[src/verilog/vgaDemo_config.svh]
`ifndef VGADEMO_CONFIG_SVH
`define VGADEMO_CONFIG_SVH

// ----------------------------------------------------------------------
// 640x480 raster timing, in pixel clocks and lines
// ----------------------------------------------------------------------
`define H_ACTIVE 640        // visible pixels per line
`define H_FRONT 16          // front porch
`define H_SYNC 96           // hsync pulse width
`define H_BACK 48           // back porch
`define H_TOTAL 800         // clocks per line

`define V_ACTIVE 480        // visible lines
`define V_FRONT 10
`define V_SYNC 2            // vsync pulse, in lines
`define V_BACK 33
`define V_TOTAL 525         // lines per frame

// ----------------------------------------------------------------------
// logo placement and ring
// ----------------------------------------------------------------------
`define LOGO_X_OFF 80       // left edge of the bar artwork
`define RING_OUTER 238      // outer radius
`define RING_WIDTH 36       // inner radius is outer minus this
`define RING_CX 320         // ring centre
`define RING_CY 240

// colour depth before dithering
`define COLOR_W 6
`define LOGO_LEVEL 63       // full white per channel

`endif
[src/verilog/vgaDemoPkg.sv]
package vgaDemoPkg;

  // one colour channel before dithering
  typedef logic [5:0] colorChan_t;

  // per-channel view, red in the top bits
  typedef struct packed {
    colorChan_t red;
    colorChan_t green;
    colorChan_t blue;
  } rgbChans_t;

  // same 18-bit colour word, whole or split into lanes
  typedef union packed {
    logic [17:0] word;  // lane-wise arithmetic on the whole word
    rgbChans_t   ch;    // channel access for the dither stage
  } rgb18_u;

  // raster coordinate, covers 0..799 and 0..524
  typedef logic [9:0] coord_t;

endpackage

[src/verilog/scanIf.sv]
`timescale 1ns/1ps

interface scanIf;
  vgaDemoPkg::coord_t hPos;   // current pixel column
  vgaDemoPkg::coord_t vPos;   // current line
  logic displayOn;            // inside the 640x480 window
  logic hSync;                // active low, decoded from hPos
  logic vSync;                // active low, decoded from vPos
  logic frameStart;           // high for the single clock at 0,0
  logic frameOdd;             // frame parity for the dither toggle

  modport source (
    output hPos, vPos, displayOn, hSync, vSync, frameStart, frameOdd
  );

  modport sink (
    input hPos, vPos, displayOn, hSync, vSync, frameStart, frameOdd
  );
endinterface

[src/verilog/vgaDemoTop.sv]
`timescale 1ns/1ps

module vgaDemoTop (
  input  logic clk,
  input  logic rst_n,
  input  logic [7:0] uiIn,    // bits 2..0 steer the gradient
  output logic [7:0] uoOut    // TinyVGA pinout
);

  logic logo;
  vgaDemoPkg::rgb18_u bgColor;

  // raster position and syncs shared by all stages
  scanIf scanBus ();

  scanTiming scanTiming_inst (
    .clk   (clk),
    .rst_n (rst_n),
    .scan  (scanBus.source)
  );

  // ----------------------------------------------------------------------
  // pixel sources, both zero latency on the scan
  // ----------------------------------------------------------------------
  ttLogo ttLogo_inst (
    .scan (scanBus.sink),
    .logo (logo)
  );

  gradientBg gradientBg_inst (
    .clk     (clk),
    .rst_n   (rst_n),
    .scan    (scanBus.sink),
    .uiIn    (uiIn[2:0]),
    .bgColor (bgColor)
  );

  // compositor and output register
  pixelOut pixelOut_inst (
    .clk     (clk),
    .rst_n   (rst_n),
    .scan    (scanBus.sink),
    .logo    (logo),
    .bgColor (bgColor),
    .uoOut   (uoOut)
  );

endmodule

[src/verilog/pixelOut.sv]
`timescale 1ns/1ps
`include "vgaDemo_config.svh"

module pixelOut (
  input  logic clk,
  input  logic rst_n,
  scanIf.sink  scan,
  input  logic logo,
  input  vgaDemoPkg::rgb18_u bgColor,
  output logic [7:0] uoOut
);

  localparam vgaDemoPkg::colorChan_t logoLevel = `LOGO_LEVEL;

  vgaDemoPkg::rgb18_u pixColor;
  logic [2:0] bayerI;
  logic [1:0] bayerJ;
  logic [2:0] bayerX;
  logic [4:0] bayer;
  logic [1:0] redQ, greenQ, blueQ;
  logic [7:0] uoNext;

  // 6-bit channel plus threshold, top two bits of the sum
  function automatic logic [1:0] dither2(input vgaDemoPkg::colorChan_t c,
                                         input logic [4:0] b);
    logic [`COLOR_W:0] sum;
    sum = (`COLOR_W + 1)'(c) + (`COLOR_W + 1)'(b)
        + (`COLOR_W + 1)'(c[0]) + (`COLOR_W + 1)'(c[`COLOR_W-1])
        + (`COLOR_W + 1)'(c[`COLOR_W-1:1]);    // stretch so 63 saturates to 3
    return sum[`COLOR_W -: 2];
  endfunction

  // logo overrides the gradient
  assign pixColor.word = logo ? {3{logoLevel}} : bgColor.word;

  // ----------------------------------------------------------------------
  // 8x4 Bayer, x index mirrored on odd frames
  // ----------------------------------------------------------------------
  assign bayerI = scan.hPos[2:0] ^ {3{scan.frameOdd}};
  assign bayerJ = scan.vPos[1:0];
  assign bayerX = {bayerI[2], bayerI[1] ^ bayerJ[1], bayerI[0] ^ bayerJ[0]};
  assign bayer = {bayerX[0], bayerI[0], bayerX[1], bayerI[1], bayerX[2]};  // bit-interleave

  // blank outside the visible window
  assign redQ = scan.displayOn ? dither2(pixColor.ch.red, bayer) : 2'b00;
  assign greenQ = scan.displayOn ? dither2(pixColor.ch.green, bayer) : 2'b00;
  assign blueQ = scan.displayOn ? dither2(pixColor.ch.blue, bayer) : 2'b00;

  // TinyVGA pin order
  assign uoNext = {scan.hSync, blueQ[0], greenQ[0], redQ[0],
                   scan.vSync, blueQ[1], greenQ[1], redQ[1]};

  always_ff @(posedge clk) begin
    if (!rst_n) begin
      uoOut <= 8'b1000_1000;          // syncs idle high, black
    end else begin
      uoOut <= uoNext;                // one clock behind the scan
    end
  end

endmodule

[src/verilog/gradientBg.sv]
`timescale 1ns/1ps
`include "vgaDemo_config.svh"

module gradientBg (
  input  logic clk,
  input  logic rst_n,
  scanIf.sink  scan,
  input  logic [2:0] uiIn,
  output vgaDemoPkg::rgb18_u bgColor
);

  localparam int LaneW = `COLOR_W;
  localparam int WordW = 3 * `COLOR_W;
  localparam vgaDemoPkg::coord_t hLast = `H_TOTAL - 1;
  localparam vgaDemoPkg::coord_t vLast = `V_TOTAL - 1;

  logic [2:0] ctrl;             // control held for the whole frame
  logic [WordW-1:0] rowAcc;     // value at x = 0 of the current line
  logic [WordW-1:0] pixAcc;     // value of the pixel now on the bus
  logic [WordW-1:0] incNow;
  logic [WordW-1:0] incFrame;
  logic [WordW-1:0] rowStep;
  logic lineEnd;
  logic frameEnd;

  // three independent 6-bit adds, no carry between lanes
  function automatic logic [WordW-1:0] laneAdd(input logic [WordW-1:0] a,
                                               input logic [WordW-1:0] b);
    logic [WordW-1:0] s;
    for (int k = 0; k < 3; k++) begin
      s[k*LaneW +: LaneW] = a[k*LaneW +: LaneW] + b[k*LaneW +: LaneW];
    end
    return s;
  endfunction

  // per lane  -(inc * step)  mod 64
  function automatic logic [WordW-1:0] laneNegScale(input logic [WordW-1:0] inc,
                                                    input logic [1:0] sel);
    logic [WordW-1:0] s;
    logic [LaneW-1:0] p;
    for (int k = 0; k < 3; k++) begin
      p = inc[k*LaneW +: LaneW] * (LaneW'(sel) + 1'b1);  // step is sel + 1
      s[k*LaneW +: LaneW] = -p;
    end
    return s;
  endfunction

  // red +1 unless bit 2 set, green -1, blue +1
  function automatic logic [WordW-1:0] incFor(input logic [2:0] c);
    return {{(LaneW-1){1'b0}}, ~c[2], {LaneW{1'b1}}, {(LaneW-1){1'b0}}, 1'b1};
  endfunction

  assign incNow = incFor(uiIn);       // first step of a new frame
  assign incFrame = incFor(ctrl);
  assign rowStep = laneNegScale(incFrame, ctrl[1:0]);

  assign lineEnd = (scan.hPos == hLast);
  assign frameEnd = lineEnd && (scan.vPos == vLast);

  // ----------------------------------------------------------------------
  // accumulators, one step ahead of the scan
  // ----------------------------------------------------------------------
  always_ff @(posedge clk) begin
    if (!rst_n) begin
      ctrl <= '0;
      rowAcc <= '0;
      pixAcc <= '0;
    end else if (scan.frameStart) begin
      ctrl <= uiIn;                   // sample control once per frame
      rowAcc <= '0;
      pixAcc <= incNow;               // pixel 1,0
    end else if (frameEnd) begin
      pixAcc <= '0;                   // origin is always zero
    end else if (lineEnd) begin
      rowAcc <= laneAdd(rowAcc, rowStep);
      pixAcc <= laneAdd(rowAcc, rowStep);  // x = 0 of next line
    end else begin
      pixAcc <= laneAdd(pixAcc, incFrame);
    end
  end

  assign bgColor.word = pixAcc;

endmodule

[src/verilog/ttLogo.sv]
`timescale 1ns/1ps
`include "vgaDemo_config.svh"

module ttLogo (
  scanIf.sink scan,
  output logic logo
);

  localparam int ringOuterSq = `RING_OUTER * `RING_OUTER;
  localparam int ringInnerSq = (`RING_OUTER - `RING_WIDTH) * (`RING_OUTER - `RING_WIDTH);
  localparam int xo = `LOGO_X_OFF;

  logic signed [10:0] dx;
  logic signed [10:0] dy;
  logic nearX;
  logic nearY;
  logic [17:0] xSq;
  logic [17:0] ySq;
  logic [18:0] rSq;
  logic ring;
  logic hat0, leg0, hat1, leg1;
  logic cut0, cut1;

  // x0,y0 corner, w by h box
  function automatic logic inRect(input vgaDemoPkg::coord_t x, input vgaDemoPkg::coord_t y,
                                  input int x0, input int w, input int y0, input int h);
    return (x >= x0) && (x < x0 + w) && (y >= y0) && (y < y0 + h);
  endfunction

  // ----------------------------------------------------------------------
  // ring, offsets from centre squared approximately
  // ----------------------------------------------------------------------
  assign dx = $signed({1'b0, scan.hPos}) - 11'sd`RING_CX;
  assign dy = $signed({1'b0, scan.vPos}) - 11'sd`RING_CY;

  // 9-bit squarers alias beyond +-256, far outside the ring anyway
  assign nearX = (dx[10:8] == 3'b000) || (dx[10:8] == 3'b111);
  assign nearY = (dy[10:8] == 3'b000) || (dy[10:8] == 3'b111);

  approxSquare #(.W(9), .T(4), .R(4)) sqX (.a(dx[8:0]), .pApprox(xSq));
  approxSquare #(.W(9), .T(4), .R(3)) sqY (.a(dy[8:0]), .pApprox(ySq));

  assign rSq = {1'b0, xSq} + {1'b0, ySq};
  assign ring = nearX && nearY && (rSq < ringOuterSq) && (rSq > ringInnerSq);

  // ----------------------------------------------------------------------
  // bars and cut-outs
  // ----------------------------------------------------------------------
  assign hat0 = inRect(scan.hPos, scan.vPos, xo + 46, 240, 100, 64);   // upper hat
  assign leg0 = inRect(scan.hPos, scan.vPos, xo + 144, 70, 100, 228);  // left stem
  assign hat1 = inRect(scan.hPos, scan.vPos, xo + 144, 254, 222, 64);  // lower hat
  assign leg1 = inRect(scan.hPos, scan.vPos, xo + 256, 70, 222, 240);  // right stem

  // gaps in the ring next to the bars
  assign cut0 = inRect(scan.hPos, scan.vPos, xo, 144, 164, 18);
  assign cut1 = inRect(scan.hPos, scan.vPos, xo + 326, 22, 286, 194);

  assign logo = (ring && !cut0 && !cut1) || hat0 || leg0 || hat1 || leg1;

endmodule

[src/verilog/approxSquare.sv]
`timescale 1ns/1ps

module approxSquare #(
  parameter int W = 12,   // input width
  parameter int T = 4,    // low bits dropped from the main square
  parameter int R = 3     // top low bits kept for the cross term
) (
  input  logic signed [W-1:0] a,
  output logic [2*W-1:0] pApprox
);

  localparam int H = W - T;   // high part width

  logic [W-1:0] mag;
  logic [H-1:0] hiPart;
  logic [R-1:0] loTop;
  logic [2*H-1:0] hiSq;
  logic [H+R-1:0] crossProd;

  // square only needs the magnitude
  assign mag = a[W-1] ? $unsigned(-a) : $unsigned(a);

  assign hiPart = mag[W-1:T];
  assign loTop = mag[T-1 -: R];     // top R bits of the low part

  assign hiSq = hiPart * hiPart;    // 2H-bit product
  assign crossProd = hiPart * loTop;  // small H x R product

  // hi^2 << 2T  plus  2*hi*lo << T, with lo ~ loTop << (T-R)
  assign pApprox = ((2*W)'(hiSq) << (2*T))
                 + ((2*W)'(crossProd) << (2*T - R + 1));

endmodule

[src/verilog/scanTiming.sv]
`timescale 1ns/1ps
`include "vgaDemo_config.svh"

module scanTiming (
  input logic clk,
  input logic rst_n,
  scanIf.source scan
);

  localparam vgaDemoPkg::coord_t hLast = `H_TOTAL - 1;
  localparam vgaDemoPkg::coord_t vLast = `V_TOTAL - 1;
  localparam int hSyncStart = `H_ACTIVE + `H_FRONT;   // pulse starts after front porch
  localparam int hSyncEnd = `H_TOTAL - `H_BACK;       // and ends where back porch begins
  localparam int vSyncStart = `V_ACTIVE + `V_FRONT;
  localparam int vSyncEnd = `V_TOTAL - `V_BACK;

  vgaDemoPkg::coord_t hCnt;
  vgaDemoPkg::coord_t vCnt;
  logic oddFrame;
  logic atOrigin;

  // ----------------------------------------------------------------------
  // pixel and line counters
  // ----------------------------------------------------------------------
  always_ff @(posedge clk) begin
    if (!rst_n) begin
      hCnt <= '0;
      vCnt <= '0;
      oddFrame <= 1'b0;
    end else begin
      if (hCnt == hLast) begin
        hCnt <= '0;
        if (vCnt == vLast) begin
          vCnt <= '0;                 // wrap to top of next frame
        end else begin
          vCnt <= vCnt + 1'b1;
        end
      end else begin
        hCnt <= hCnt + 1'b1;
      end
      if (atOrigin) begin
        oddFrame <= ~oddFrame;        // flips one clock after the strobe
      end
    end
  end

  assign atOrigin = (hCnt == '0) && (vCnt == '0);

  // decodes straight off the counters, no extra stage
  assign scan.hPos = hCnt;
  assign scan.vPos = vCnt;
  assign scan.hSync = ~((hCnt >= hSyncStart) && (hCnt < hSyncEnd));  // negative pulse
  assign scan.vSync = ~((vCnt >= vSyncStart) && (vCnt < vSyncEnd));
  assign scan.displayOn = (hCnt < `H_ACTIVE) && (vCnt < `V_ACTIVE);
  assign scan.frameStart = atOrigin;
  assign scan.frameOdd = oddFrame;

endmodule

[config.mk]
export PLATFORM = sky130hd
export DESIGN_NAME = vgaDemoTop
export DESIGN_NICKNAME = d
export VERILOG_FILES = /design/src/verilog/vgaDemoPkg.sv /design/src/verilog/scanIf.sv /design/src/verilog/vgaDemoTop.sv /design/src/verilog/pixelOut.sv /design/src/verilog/gradientBg.sv /design/src/verilog/ttLogo.sv /design/src/verilog/approxSquare.sv /design/src/verilog/scanTiming.sv
export VERILOG_INCLUDE_DIRS = /design/src /design/src/verilog
export SDC_FILE = /design/constraint.sdc
export NUM_CORES = 1
export LEC_CHECK = 0
export ABC_CLOCK_PERIOD_IN_PS = 24900
export BUFFER_PORTS_ARGS = -buffer_cell sky130_fd_sc_hd__buf_2
export CAP_MARGIN = 10
export CORE_ASPECT_RATIO = 0.6
export CORE_MARGIN = 8
export CORE_UTILIZATION = 50
export CTS_CLUSTER_DIAMETER = 120
export DETAILED_ROUTE_END_ITERATION = 16
export PLACE_DENSITY_LB_ADDON = 0.05
export SYNTH_ARGS = -nofsm -noshare
export SYNTH_HDL_FRONTEND = slang
export SYNTH_SLANG_ARGS = --single-unit
[constraint.sdc]
create_clock -name clk -period 24.9 [get_ports clk]
set_input_delay 0 -clock clk [delete_from_list [all_inputs] [get_ports clk]]
set_output_delay 0 -clock clk [all_outputs]
set_load 0.03 [all_outputs]
==> results of run 1 <==
-- area by class of cell --
type,count,area (um^2)
Timing Repair Buffer,16,97.59
Tap cell,209,261.5
Clock inverter,7,50.05
Sequential cell,68,1361
Clock buffer,9,225.2
Inverter,69,259.0
Multi-Input combinational cell,827,6247
Fill cell,1580,7488
-- cells by family (layout without fill, tap and decap cells) --
group	count (synthesis)	count (layout)	synth area share, %
xor+xnor	108	108	12.08
flops	68	68	16.92
compound gates	226	226	18.49
other cells	2	4	0.09335
mux	3	3	0.3888
buf+inv	111	101	5.521
fa+ha+maj	145	145	25.44
simple gates	341	341	21.06
-- flip-flops by register name, indices dropped and copies added (netlist names) --
register / count
pixelOut_inst.uoOut: 8
scanTiming_inst.scan.vPos: 10
scanTiming_inst.scan.hPos: 10
scanTiming_inst.scan.frameOdd: 1
gradientBg_inst.rowAcc: 18
gradientBg_inst.ctrl: 3
gradientBg_inst.bgColor: 18
-- synth_stat cells, types with 6 or more instances --
cell	number	area [um^2]
a211oi_1	20	150.1
a21o_1	25	187.7
a21oi_1	61	305.3
a31oi_1	6	37.54
and2_1	8	50.05
and3_1	7	43.79
buf_2	15	75.07
clkbuf_1	22	82.58
dfxtp_1	68	1361
fa_1	31	620.6
ha_1	114	1426
inv_1	68	255.2
nand2_1	72	270.3
nand2b_1	27	168.9
nand3_1	23	115.1
nand4_1	13	81.33
nor2_1	107	401.6
nor2b_1	19	118.9
nor3_1	19	95.09
o21a_1	12	90.09
o21ai_0	41	205.2
o21bai_1	7	52.55
or2_2	9	56.30
or3_1	10	62.56
xnor2_1	65	569.3
xor2_1	41	359.1
-- power by group through the flow --
stage	clock network, W	registers, W	logic (W)
finish	0.000119	0.000119	0.0000918
floorplan	0	0.000121	0.0000677
detailed placement	0	0.000121	0.0000894
global placement	0	0.000121	0.0000894
CTS	0.000122	0.000118	0.0000912
global route	0.000128	0.000119	0.000105
-- worst min path at each step --
stage / slack (ps) / end / cells after the start / start
after floorplan: 160 / gradientBg_inst.ctrl[2]$_SDFFE_PN0P_ / 2 / uiIn[2]
after global placement: 260 / gradientBg_inst.ctrl[0]$_SDFFE_PN0P_ / 3 / uiIn[0]
final: 140 / gradientBg_inst.bgColor[8]$_SDFF_PN0_ / 2 / rst_n
after CTS: 130 / gradientBg_inst.bgColor[8]$_SDFF_PN0_ / 2 / rst_n
after detailed placement: 270 / gradientBg_inst.ctrl[1]$_SDFFE_PN0P_ / 3 / uiIn[1]
after global routing: 150 / gradientBg_inst.bgColor[7]$_SDFF_PN0_ / 2 / rst_n
-- routing by layer --
layer,vias up,part of all wire [%]
met5,-,0
met4,0,0.28
met3,6,5.8
met2,163,33
met1,3046,60
li1,3463,-
-- stage by stage --
step	total power, W	hold slack [ps]	worst slack, ps	utilization, %	cells
floorplan	0.0001886	162.0	16020	-	1006
global placement	0.0002104	262.7	14800	51.26	1186
detailed placement	0.0002103	268.4	14750	51.26	1186
CTS	0.0003312	130.3	14720	53.17	1205
global route	0.0003521	150.0	13570	53.17	1205
finish	0.0003295	142.4	14520	53.17	1205
-- layout by cell type (no fill, tap or decap), types with 5 or more instances in the layout --
master,count
nand3b_1,5
clkbuf_16,9
nand2b_1,27
or2_2,9
ha_1,114
a211oi_1,20
nand4_1,13
xor2_1,41
a31oi_1,6
or3_1,10
nand2_1,72
o21a_1,12
xnor2_1,65
dfxtp_1,68
o21bai_1,7
a21o_1,25
a21oi_1,61
and4_1,5
fa_1,31
and2_1,8
nand3_1,23
and3_1,7
nor2b_1,19
inv_1,68
buf_2,12
nor3_1,19
nor2_1,107
o21ai_0,41
-- repair_timing --
action                    4_1_cts  5_1_grt
hold endpoints to repair        4        0
hold buffers                    3        0
buffers inserted                0        0
==> impl_metrics.ini, run 1 <==
[detailed_routing]
routed_wl_um = 20030
drt_iter0_markers = 683
avgRoutedWirePerCell_um = 16.62
via_per_inst = 5.542
via_count = 6678
drt_first_pass_iters = 5
final_antenna_net_count = 0
drc = 0

[global_routing]
grt_max_degree = 28
antenna_found_initial = 0
grt.busiest_layer = met1
grt_pass1_vias = 6121
grt_first_pass_wirelength_um = 33330
grt_remaining_overflow = 0
grt_util_met3_pct = 3.010
globalRouteTotalUtil_pct = 19.89
grt_use_met1_pct = 34.53
grt_use_met2_pct = 23.84

[floorplan]
die-area_mm2 = 0.02054
core-area_mm2 = 0.01599
rows = 36
chipHeight_um = 114.3
die_w_um = 179.8
io_pins = 18
start_util_pct = 50.31

[power]
power.switching_w = 0.0001110
pwr-share-clk_pct = 36.1
switching_share_pct = 33.69
irDropWorstVdd_uv = 29.25
p_leak_nw = 3.960
p_seq_share_pct = 36.0
p_int_w = 0.0002185
p_comb_share_pct = 27.9
powerDensity_mw_per_mm2 = 38.76

[timing]
min_period_over_period_pct = 41.68
slew_viol_final = 0
max_freq_mhz = 96.35
clock_skew_ps = 8.455
tns_ps = 0
max_slew_margin_pct = 34.96
hold_viol = 0
setup_viol = 0
worstMarginPinSlew_ps = 968.7
rsz0062_at_grt = false
fin_crit_ps = 10380

[logic_synthesis]
synth_edf_count = 0
async_reset_ff_share_pct = 0
yosysWarningCount = 0
synth_ff_type = dfxtp_1
ys_seq_area_share_pct = 16.92
syn_avg_cell_area_um2 = 8.013
syn_area_mm2 = 0.008045
synthDistinctLibCells = 77
synth_cells = 1004
ys_ff_latch = 68

[clocking]
clockBufferDepth = 2
cts_made_buffers = 9
cts_tree = done
cts_sinks = 68
clk_root_buffer_cell = clkbuf_16
clk_latency_ps = 330
clk_pin_slew_ps = 60
cts_resized = 0
htreeDepth = 3

[setup_path]
crit_cells = 38
startpoint_type = register
end_kind = register
critPathMaxFanout = 19
crit_family = adder cells
crit_arrival_ps = 10620
cp_common_cell = ha_1
r2r_cells = 38
cpPeakStageDelay_ps = 810
r2r_slack_ps = 14520
startpoint = scanTiming_inst.scan.hPos[6]$_SDFF_PP0_
path_buf_inv = 3
crit_path_top_delay_cell = xnor2_1
worstPathRequired_ps = 25140
r2r_start = scanTiming_inst.scan.hPos[6]$_SDFF_PP0_
critPathKind = register to register
critPathCapture = pixelOut_inst.uoOut[5]$_SDFF_PN0_
rr_endpoint = pixelOut_inst.uoOut[5]$_SDFF_PN0_

[flow_run]
drv_cap = 0

[finish]
syn2layout_area_growth_pct = 5.676
antenna_cells = 0
fin_nets = 1146
drive_gt1_share_pct = 5.221
fin_area_mm2 = 0.008502

[placement]
globalplace.congestion = 0.8599
port_buffers = 12
dpl-instance-area_mm2 = 0.008197
detailed_place_hpwl_um = 15840

[status]
outcome = completed

[worst_hold_path]
hp-class = input pin to register
(Power assumes the default switching activity.)
==> run 2: changes to the inputs <==
--- a/config.mk
+++ b/config.mk
@@ -6,7 +6,7 @@
 export SDC_FILE = /design/constraint.sdc
 export NUM_CORES = 1
 export LEC_CHECK = 0
-export ABC_CLOCK_PERIOD_IN_PS = 24900
+export ABC_CLOCK_PERIOD_IN_PS = 10600
 export BUFFER_PORTS_ARGS = -buffer_cell sky130_fd_sc_hd__buf_2
 export CAP_MARGIN = 10
 export CORE_ASPECT_RATIO = 0.6
==> constraint.sdc (replaced) <==
create_clock -name clk -period 10.6 [get_ports clk]
set_input_delay 0 -clock clk [delete_from_list [all_inputs] [get_ports clk]]
set_output_delay 0 -clock clk [all_outputs]
set_load 0.03 [all_outputs]
==> run 2 against run 1 <==
  * First-iteration DRC count is 6.4% lower
  * Clock-buffer cell count grew 1
  * Sequential power up 130%
  * Global-route usage down 0.071 points
  * Clock power grew to 2.8 times the previous value
  * Flip-flop and latch count did not move
  * Die area stayed put
  * Via count rose by 1.4%
  * Wire length is 0.20% higher
  * Final area increased by 1.2%
  * Register-to-register slack got worse by 14000 ps
  * Sequential share of layout area shrank 0.19 points
  * Critical path type unchanged
  * Largest cell class unchanged
  * Largest power group is now clock
  * Highest routed layer unchanged
==> impl_metrics.ini, run 2 (synthesis results as in run 1) <==
[global_routing]
grt_pass1_vias = 6190
globalRouteTotalUtil_pct = 19.82
antenna_found_initial = 0
grt_first_pass_wirelength_um = 33310
grt_max_degree = 28
grt_remaining_overflow = 0

[timing]
worstMarginPinSlew_ps = 768.4
fin_crit_ps = 9631
setup_viol = 0
final.setup.worst_slack_ps = 968.9
hold_viol = 0
tns_ps = 0
rsz0062_at_grt = false
max_slew_margin_pct = 48.77
min_period_over_period_pct = 90.86
max_freq_mhz = 103.8
slew_viol_final = 0
clock_skew_ps = 7.349

[detailed_routing]
avgRoutedWirePerCell_um = 16.56
via_per_inst = 5.589
via_count = 6774
drt_first_pass_iters = 7
drt_iter0_markers = 639
routed_wl_um = 20070
final_antenna_net_count = 0
drc = 0

[clocking]
cts_resized = 0
cts_sinks = 68
clk_latency_ps = 330
cts_tree = done
cts_setup_buffers = 0
cts_made_buffers = 9
clockBufferDepth = 2
clk_pin_slew_ps = 60
htreeDepth = 3
cts-hold-fix-buffers = 3
clk_root_buffer_cell = clkbuf_16

[setup_path]
crit_path_top_delay_cell = xor2_1
cpPeakStageDelay_ps = 570
path_buf_inv = 2
crit_arrival_ps = 9850
startpoint_type = register
critPathMaxFanout = 19
cp_common_cell = ha_1
critPathKind = register to register
crit_family = adder cells
end_kind = register
worstPathRequired_ps = 10820

[finish]
multi_input_area_mm2 = 0.006247
final_common_cell = ha_1
seqCellArea_mm2 = 0.001361
fin_nets = 1153
final_cell_mix = 114 x ha_1, 107 x nor2_1, 72 x nand2_1
nFillCells = 1557
antenna_cells = 0
drive_gt1_share_pct = 5.882
syn2layout_area_growth_pct = 6.967

[power]
power.switching_w = 0.0002557
irDropWorstVdd_uv = 72.59
p_comb_share_pct = 26.4
p_int_w = 0.0005681
p_seq_share_pct = 33.8
pwr-share-clk_pct = 39.9
switching_share_pct = 31.04
p_leak_nw = 4.031
powerDensity_mw_per_mm2 = 95.73

[floorplan]
chipHeight_um = 114.3
die_w_um = 179.8
io_pins = 18
rows = 36
die-area_mm2 = 0.02054
core-area_mm2 = 0.01599
start_util_pct = 50.31

[placement]
place_ws_ps = 982.8
detailed_place_hpwl_um = 15830
globalplace.congestion = 0.8739
port_buffers = 12

[flow_run]
drv_cap = 0

[worst_hold_path]
hp-class = input pin to register

[status]
outcome = completed
run 2: cell types whose count changed in the layout (fill, tap and decap cells not counted), sizes merged:
cell,previous run,this run
buf,13,20
bufinv,0,2
clkbuf,9,10
clkinv,2,4
clkinvlp,3,0
inv,71,69
run 2: worst register-to-register path, delay by kind of cell (launching register included):
kind	cells	cell delay, ps
flops	1	500
simple gates	11	2240
xor+xnor	4	1240
buf+inv	2	360
compound gates	11	2550
fa+ha+maj	8	2660
run 2: metal layers:
layer	global-route usage [%]	share of wire [%]
met4	2.985	0.52
met5	0	0
met1	33.59	60
met2	24.19	34
met3	3.454	6.1
run 2: final cells by class:
type | count | share of cell area, %
flip-flops and latches | 68 | 15.82
clock inverters | 6 | 1.018
repair buffers | 23 | 1.745
inverters | 69 | 3.010
well taps | 209 | 3.039
clock buffers | 10 | 2.777
multi-input cells | 827 | 72.59
run 2: final timing paths:
check,startpoint,cells after the start,end,slack [ps]
max,scanTiming_inst.scan.hPos[7]$_SDFF_PP0_,36,pixelOut_inst.uoOut[6]$_SDFF_PN0_,970
min,rst_n,2,gradientBg_inst.bgColor[8]$_SDFF_PN0_,140
max reg2reg,scanTiming_inst.scan.hPos[7]$_SDFF_PP0_,36,pixelOut_inst.uoOut[6]$_SDFF_PN0_,970
min reg2reg,gradientBg_inst.rowAcc[14]$_SDFFE_PP0P_,2,gradientBg_inst.rowAcc[14]$_SDFFE_PP0P_,460
run 2: power by group through the flow:
stage,sequential [W],clock [W],combinational (W)
after floorplan,0.000284,0,0.000159
after global placement,0.000283,0,0.000212
after detailed placement,0.000283,0,0.000212
after CTS,0.000278,0.000335,0.000217
after global routing,0.000279,0.000345,0.000247
final,0.000278,0.000328,0.000217
run 2: per-stage QoR:
step	hold slack, ps	std cells	power, W	instance area (um^2)	util [%]
after floorplan	162.0	1006	0.0004431	8053	-
after global placement	259.5	1193	0.0004953	8249	51.59
after detailed placement	262.6	1193	0.0004951	8249	51.59
after CTS	127.4	1212	0.0008291	8606	53.82
after global routing	148.4	1212	0.0008706	8606	53.82
final	139.2	1212	0.0008238	8606	53.82
==> run 3: changes to the inputs <==
--- a/config.mk
+++ b/config.mk
@@ -9,9 +9,11 @@
 export ABC_CLOCK_PERIOD_IN_PS = 10600
 export BUFFER_PORTS_ARGS = -buffer_cell sky130_fd_sc_hd__buf_2
 export CAP_MARGIN = 10
+export CELL_PAD_IN_SITES_DETAIL_PLACEMENT = 0
+export CELL_PAD_IN_SITES_GLOBAL_PLACEMENT = 2
 export CORE_ASPECT_RATIO = 0.6
 export CORE_MARGIN = 8
-export CORE_UTILIZATION = 50
+export CORE_UTILIZATION = 40
 export CTS_CLUSTER_DIAMETER = 120
 export DETAILED_ROUTE_END_ITERATION = 16
 export PLACE_DENSITY_LB_ADDON = 0.05
==> run 3 against run 2 <==
  * Critical path type unchanged
  * Global-route usage shrank 2.2 points
  * Setup slack worse by 7.7 ps
  * Via count fell by 1.3%
  * Sequential power about the same
==> impl_metrics.ini, run 3 (synthesis results as in run 1) <==
[status]
outcome = completed

[clocking]
clk_latency_ps = 340
cts_sinks = 68
cts_made_buffers = 9
cts_tree = done
cts_resized = 0
htreeDepth = 3
clockBufferDepth = 2
clk_pin_slew_ps = 60
clk_root_buffer_cell = clkbuf_16

[finish]
nFillCells = 2078
final_common_cell = ha_1
antenna_cells = 0
drive_gt1_share_pct = 6.163
final_cell_mix = 114 x ha_1, 106 x nor2_1, 72 x nand2_1
syn2layout_area_growth_pct = 7.994
fin_nets = 1156

[timing]
rsz0062_at_grt = false
slew_viol_final = 0
clock_skew_ps = 8.189
min_period_over_period_pct = 90.93
worstMarginPinSlew_ps = 928.2
hold_viol = 0
final.setup.worst_slack_ps = 961.2
fin_crit_ps = 9639
max_freq_mhz = 103.7
setup_viol = 0
tns_ps = 0
max_slew_margin_pct = 38.12

[detailed_routing]
via_per_inst = 5.228
via_count = 6687
drt_first_pass_iters = 5
drt_iter0_markers = 517
routed_wl_um = 21580
final_antenna_net_count = 0
drc = 0
avgRoutedWirePerCell_um = 16.87

[power]
p_int_w = 0.0005492
p_total_w = 0.0008060
p_leak_nw = 4.032
p_seq_share_pct = 34.4
switching_share_pct = 31.86
irDropWorstVdd_uv = 84.94
powerDensity_mw_per_mm2 = 92.77
p_comb_share_pct = 27.2
power.switching_w = 0.0002568
pwr-share-clk_pct = 38.3

[flow_run]
drv_cap = 0

[setup_path]
critPathKind = register to register
worstPathRequired_ps = 10850
cp_common_cell = ha_1
critPathCapture = pixelOut_inst.uoOut[5]$_SDFF_PN0_
startpoint = scanTiming_inst.scan.hPos[6]$_SDFF_PP0_
startpoint_type = register
r2r_start = scanTiming_inst.scan.hPos[6]$_SDFF_PP0_
path_buf_inv = 3
crit_cells = 42
r2r_slack_ps = 960
crit_arrival_ps = 9890
r2r_cells = 42
cpPeakStageDelay_ps = 610
critPathMaxFanout = 19
rr_endpoint = pixelOut_inst.uoOut[5]$_SDFF_PN0_
crit_path_top_delay_cell = fa_1
crit_family = adder cells
end_kind = register

[global_routing]
grt_pass1_vias = 6127
grt_remaining_overflow = 0
grt.busiest_layer = met1
globalRouteTotalUtil_pct = 17.58
grt_first_pass_wirelength_um = 35310
grt_use_met1_pct = 32.31
grt_max_degree = 28
grt_util_met3_pct = 2.739
antenna_found_initial = 0
grt_use_met2_pct = 18.91

[worst_hold_path]
hp-class = input pin to register

[floorplan]
die_w_um = 199.1
die-area_mm2 = 0.02506
core-area_mm2 = 0.01987
chipHeight_um = 125.9
io_pins = 18
start_util_pct = 40.49
rows = 40

[placement]
place_ws_ps = 1035
port_buffers = 12
detailed_place_hpwl_um = 17370
globalplace.congestion = 0.8097
## run 3: worst min-delay path by stage
stage               startpoint                               endpoint  depth (start not counted)
global placement       uiIn[1]   gradientBg_inst.ctrl[1]$_SDFFE_PN0P_                          3
finish                   rst_n  gradientBg_inst.bgColor[0]$_SDFF_PN0_                          2
CTS                      rst_n  gradientBg_inst.bgColor[0]$_SDFF_PN0_                          2
floorplan              uiIn[2]   gradientBg_inst.ctrl[2]$_SDFFE_PN0P_                          2
global route             rst_n  gradientBg_inst.bgColor[7]$_SDFF_PN0_                          2
detailed placement     uiIn[1]   gradientBg_inst.ctrl[1]$_SDFFE_PN0P_                          3
## run 3: through the flow
| stage | hold WS (ps) | area, um^2 | instances | utilization [%] |
|---|---|---|---|---|
| floorplan | 162.0 | 8053 | 1006 | - |
| finish | 116.2 | 8688 | 1279 | 43.73 |
| global route | 127.7 | 8688 | 1279 | 43.73 |
| global placement | 260.1 | 8354 | 1260 | 42.05 |
| detailed placement | 267.1 | 8354 | 1260 | 42.05 |
| CTS | 102.4 | 8688 | 1279 | 43.73 |
## run 3: layout make-up
class                      count  area [um^2]  share of cell area [%]
multi-input combinational    827         6250                   71.93
sequential                    68         1361                   15.67
clock inverter                 4        47.55                  0.5472
inverter                      69        259.0                   2.981
timing repair buffer          26        172.7                   1.987
tap                          273        341.6                   3.931
clock buffer                  12        256.5                   2.952
## run 3: timing repair
item                                   4_1_cts  5_1_grt
hold buffers                                 3        0
endpoints found under the hold margin        3        0
buffers inserted                             0        0
## run 3: power groups by stage
stage / Combinational [W] / Clock (W) / Sequential (W)
after floorplan: 0.000159 / 0 / 0.000284
after global placement: 0.000218 / 0 / 0.000283
after detailed placement: 0.000216 / 0 / 0.000283
after CTS: 0.000220 / 0.000317 / 0.000277
after global routing: 0.000249 / 0.000328 / 0.000279
final: 0.000220 / 0.000309 / 0.000277
## run 3: layer usage
| layer | up-vias | share of wire (%) |
|---|---|---|
| li1 | 3476 | - |
| met1 | 3071 | 64 |
| met2 | 124 | 31 |
| met3 | 16 | 4.4 |
| met4 | 0 | 0.75 |
| met5 | - | 0 |
## run 3: worst reg2reg max path, delay by kind of cell (launching register included)
family / cells / cell delay [ps]
buffers and inverters: 3 / 420
DFF: 1 / 300
adders and majority gates: 8 / 3090
AOI/OAI and AO/OA: 14 / 2570
and+or+nand+nor: 12 / 1940
xor gates and xnor gates: 5 / 1230
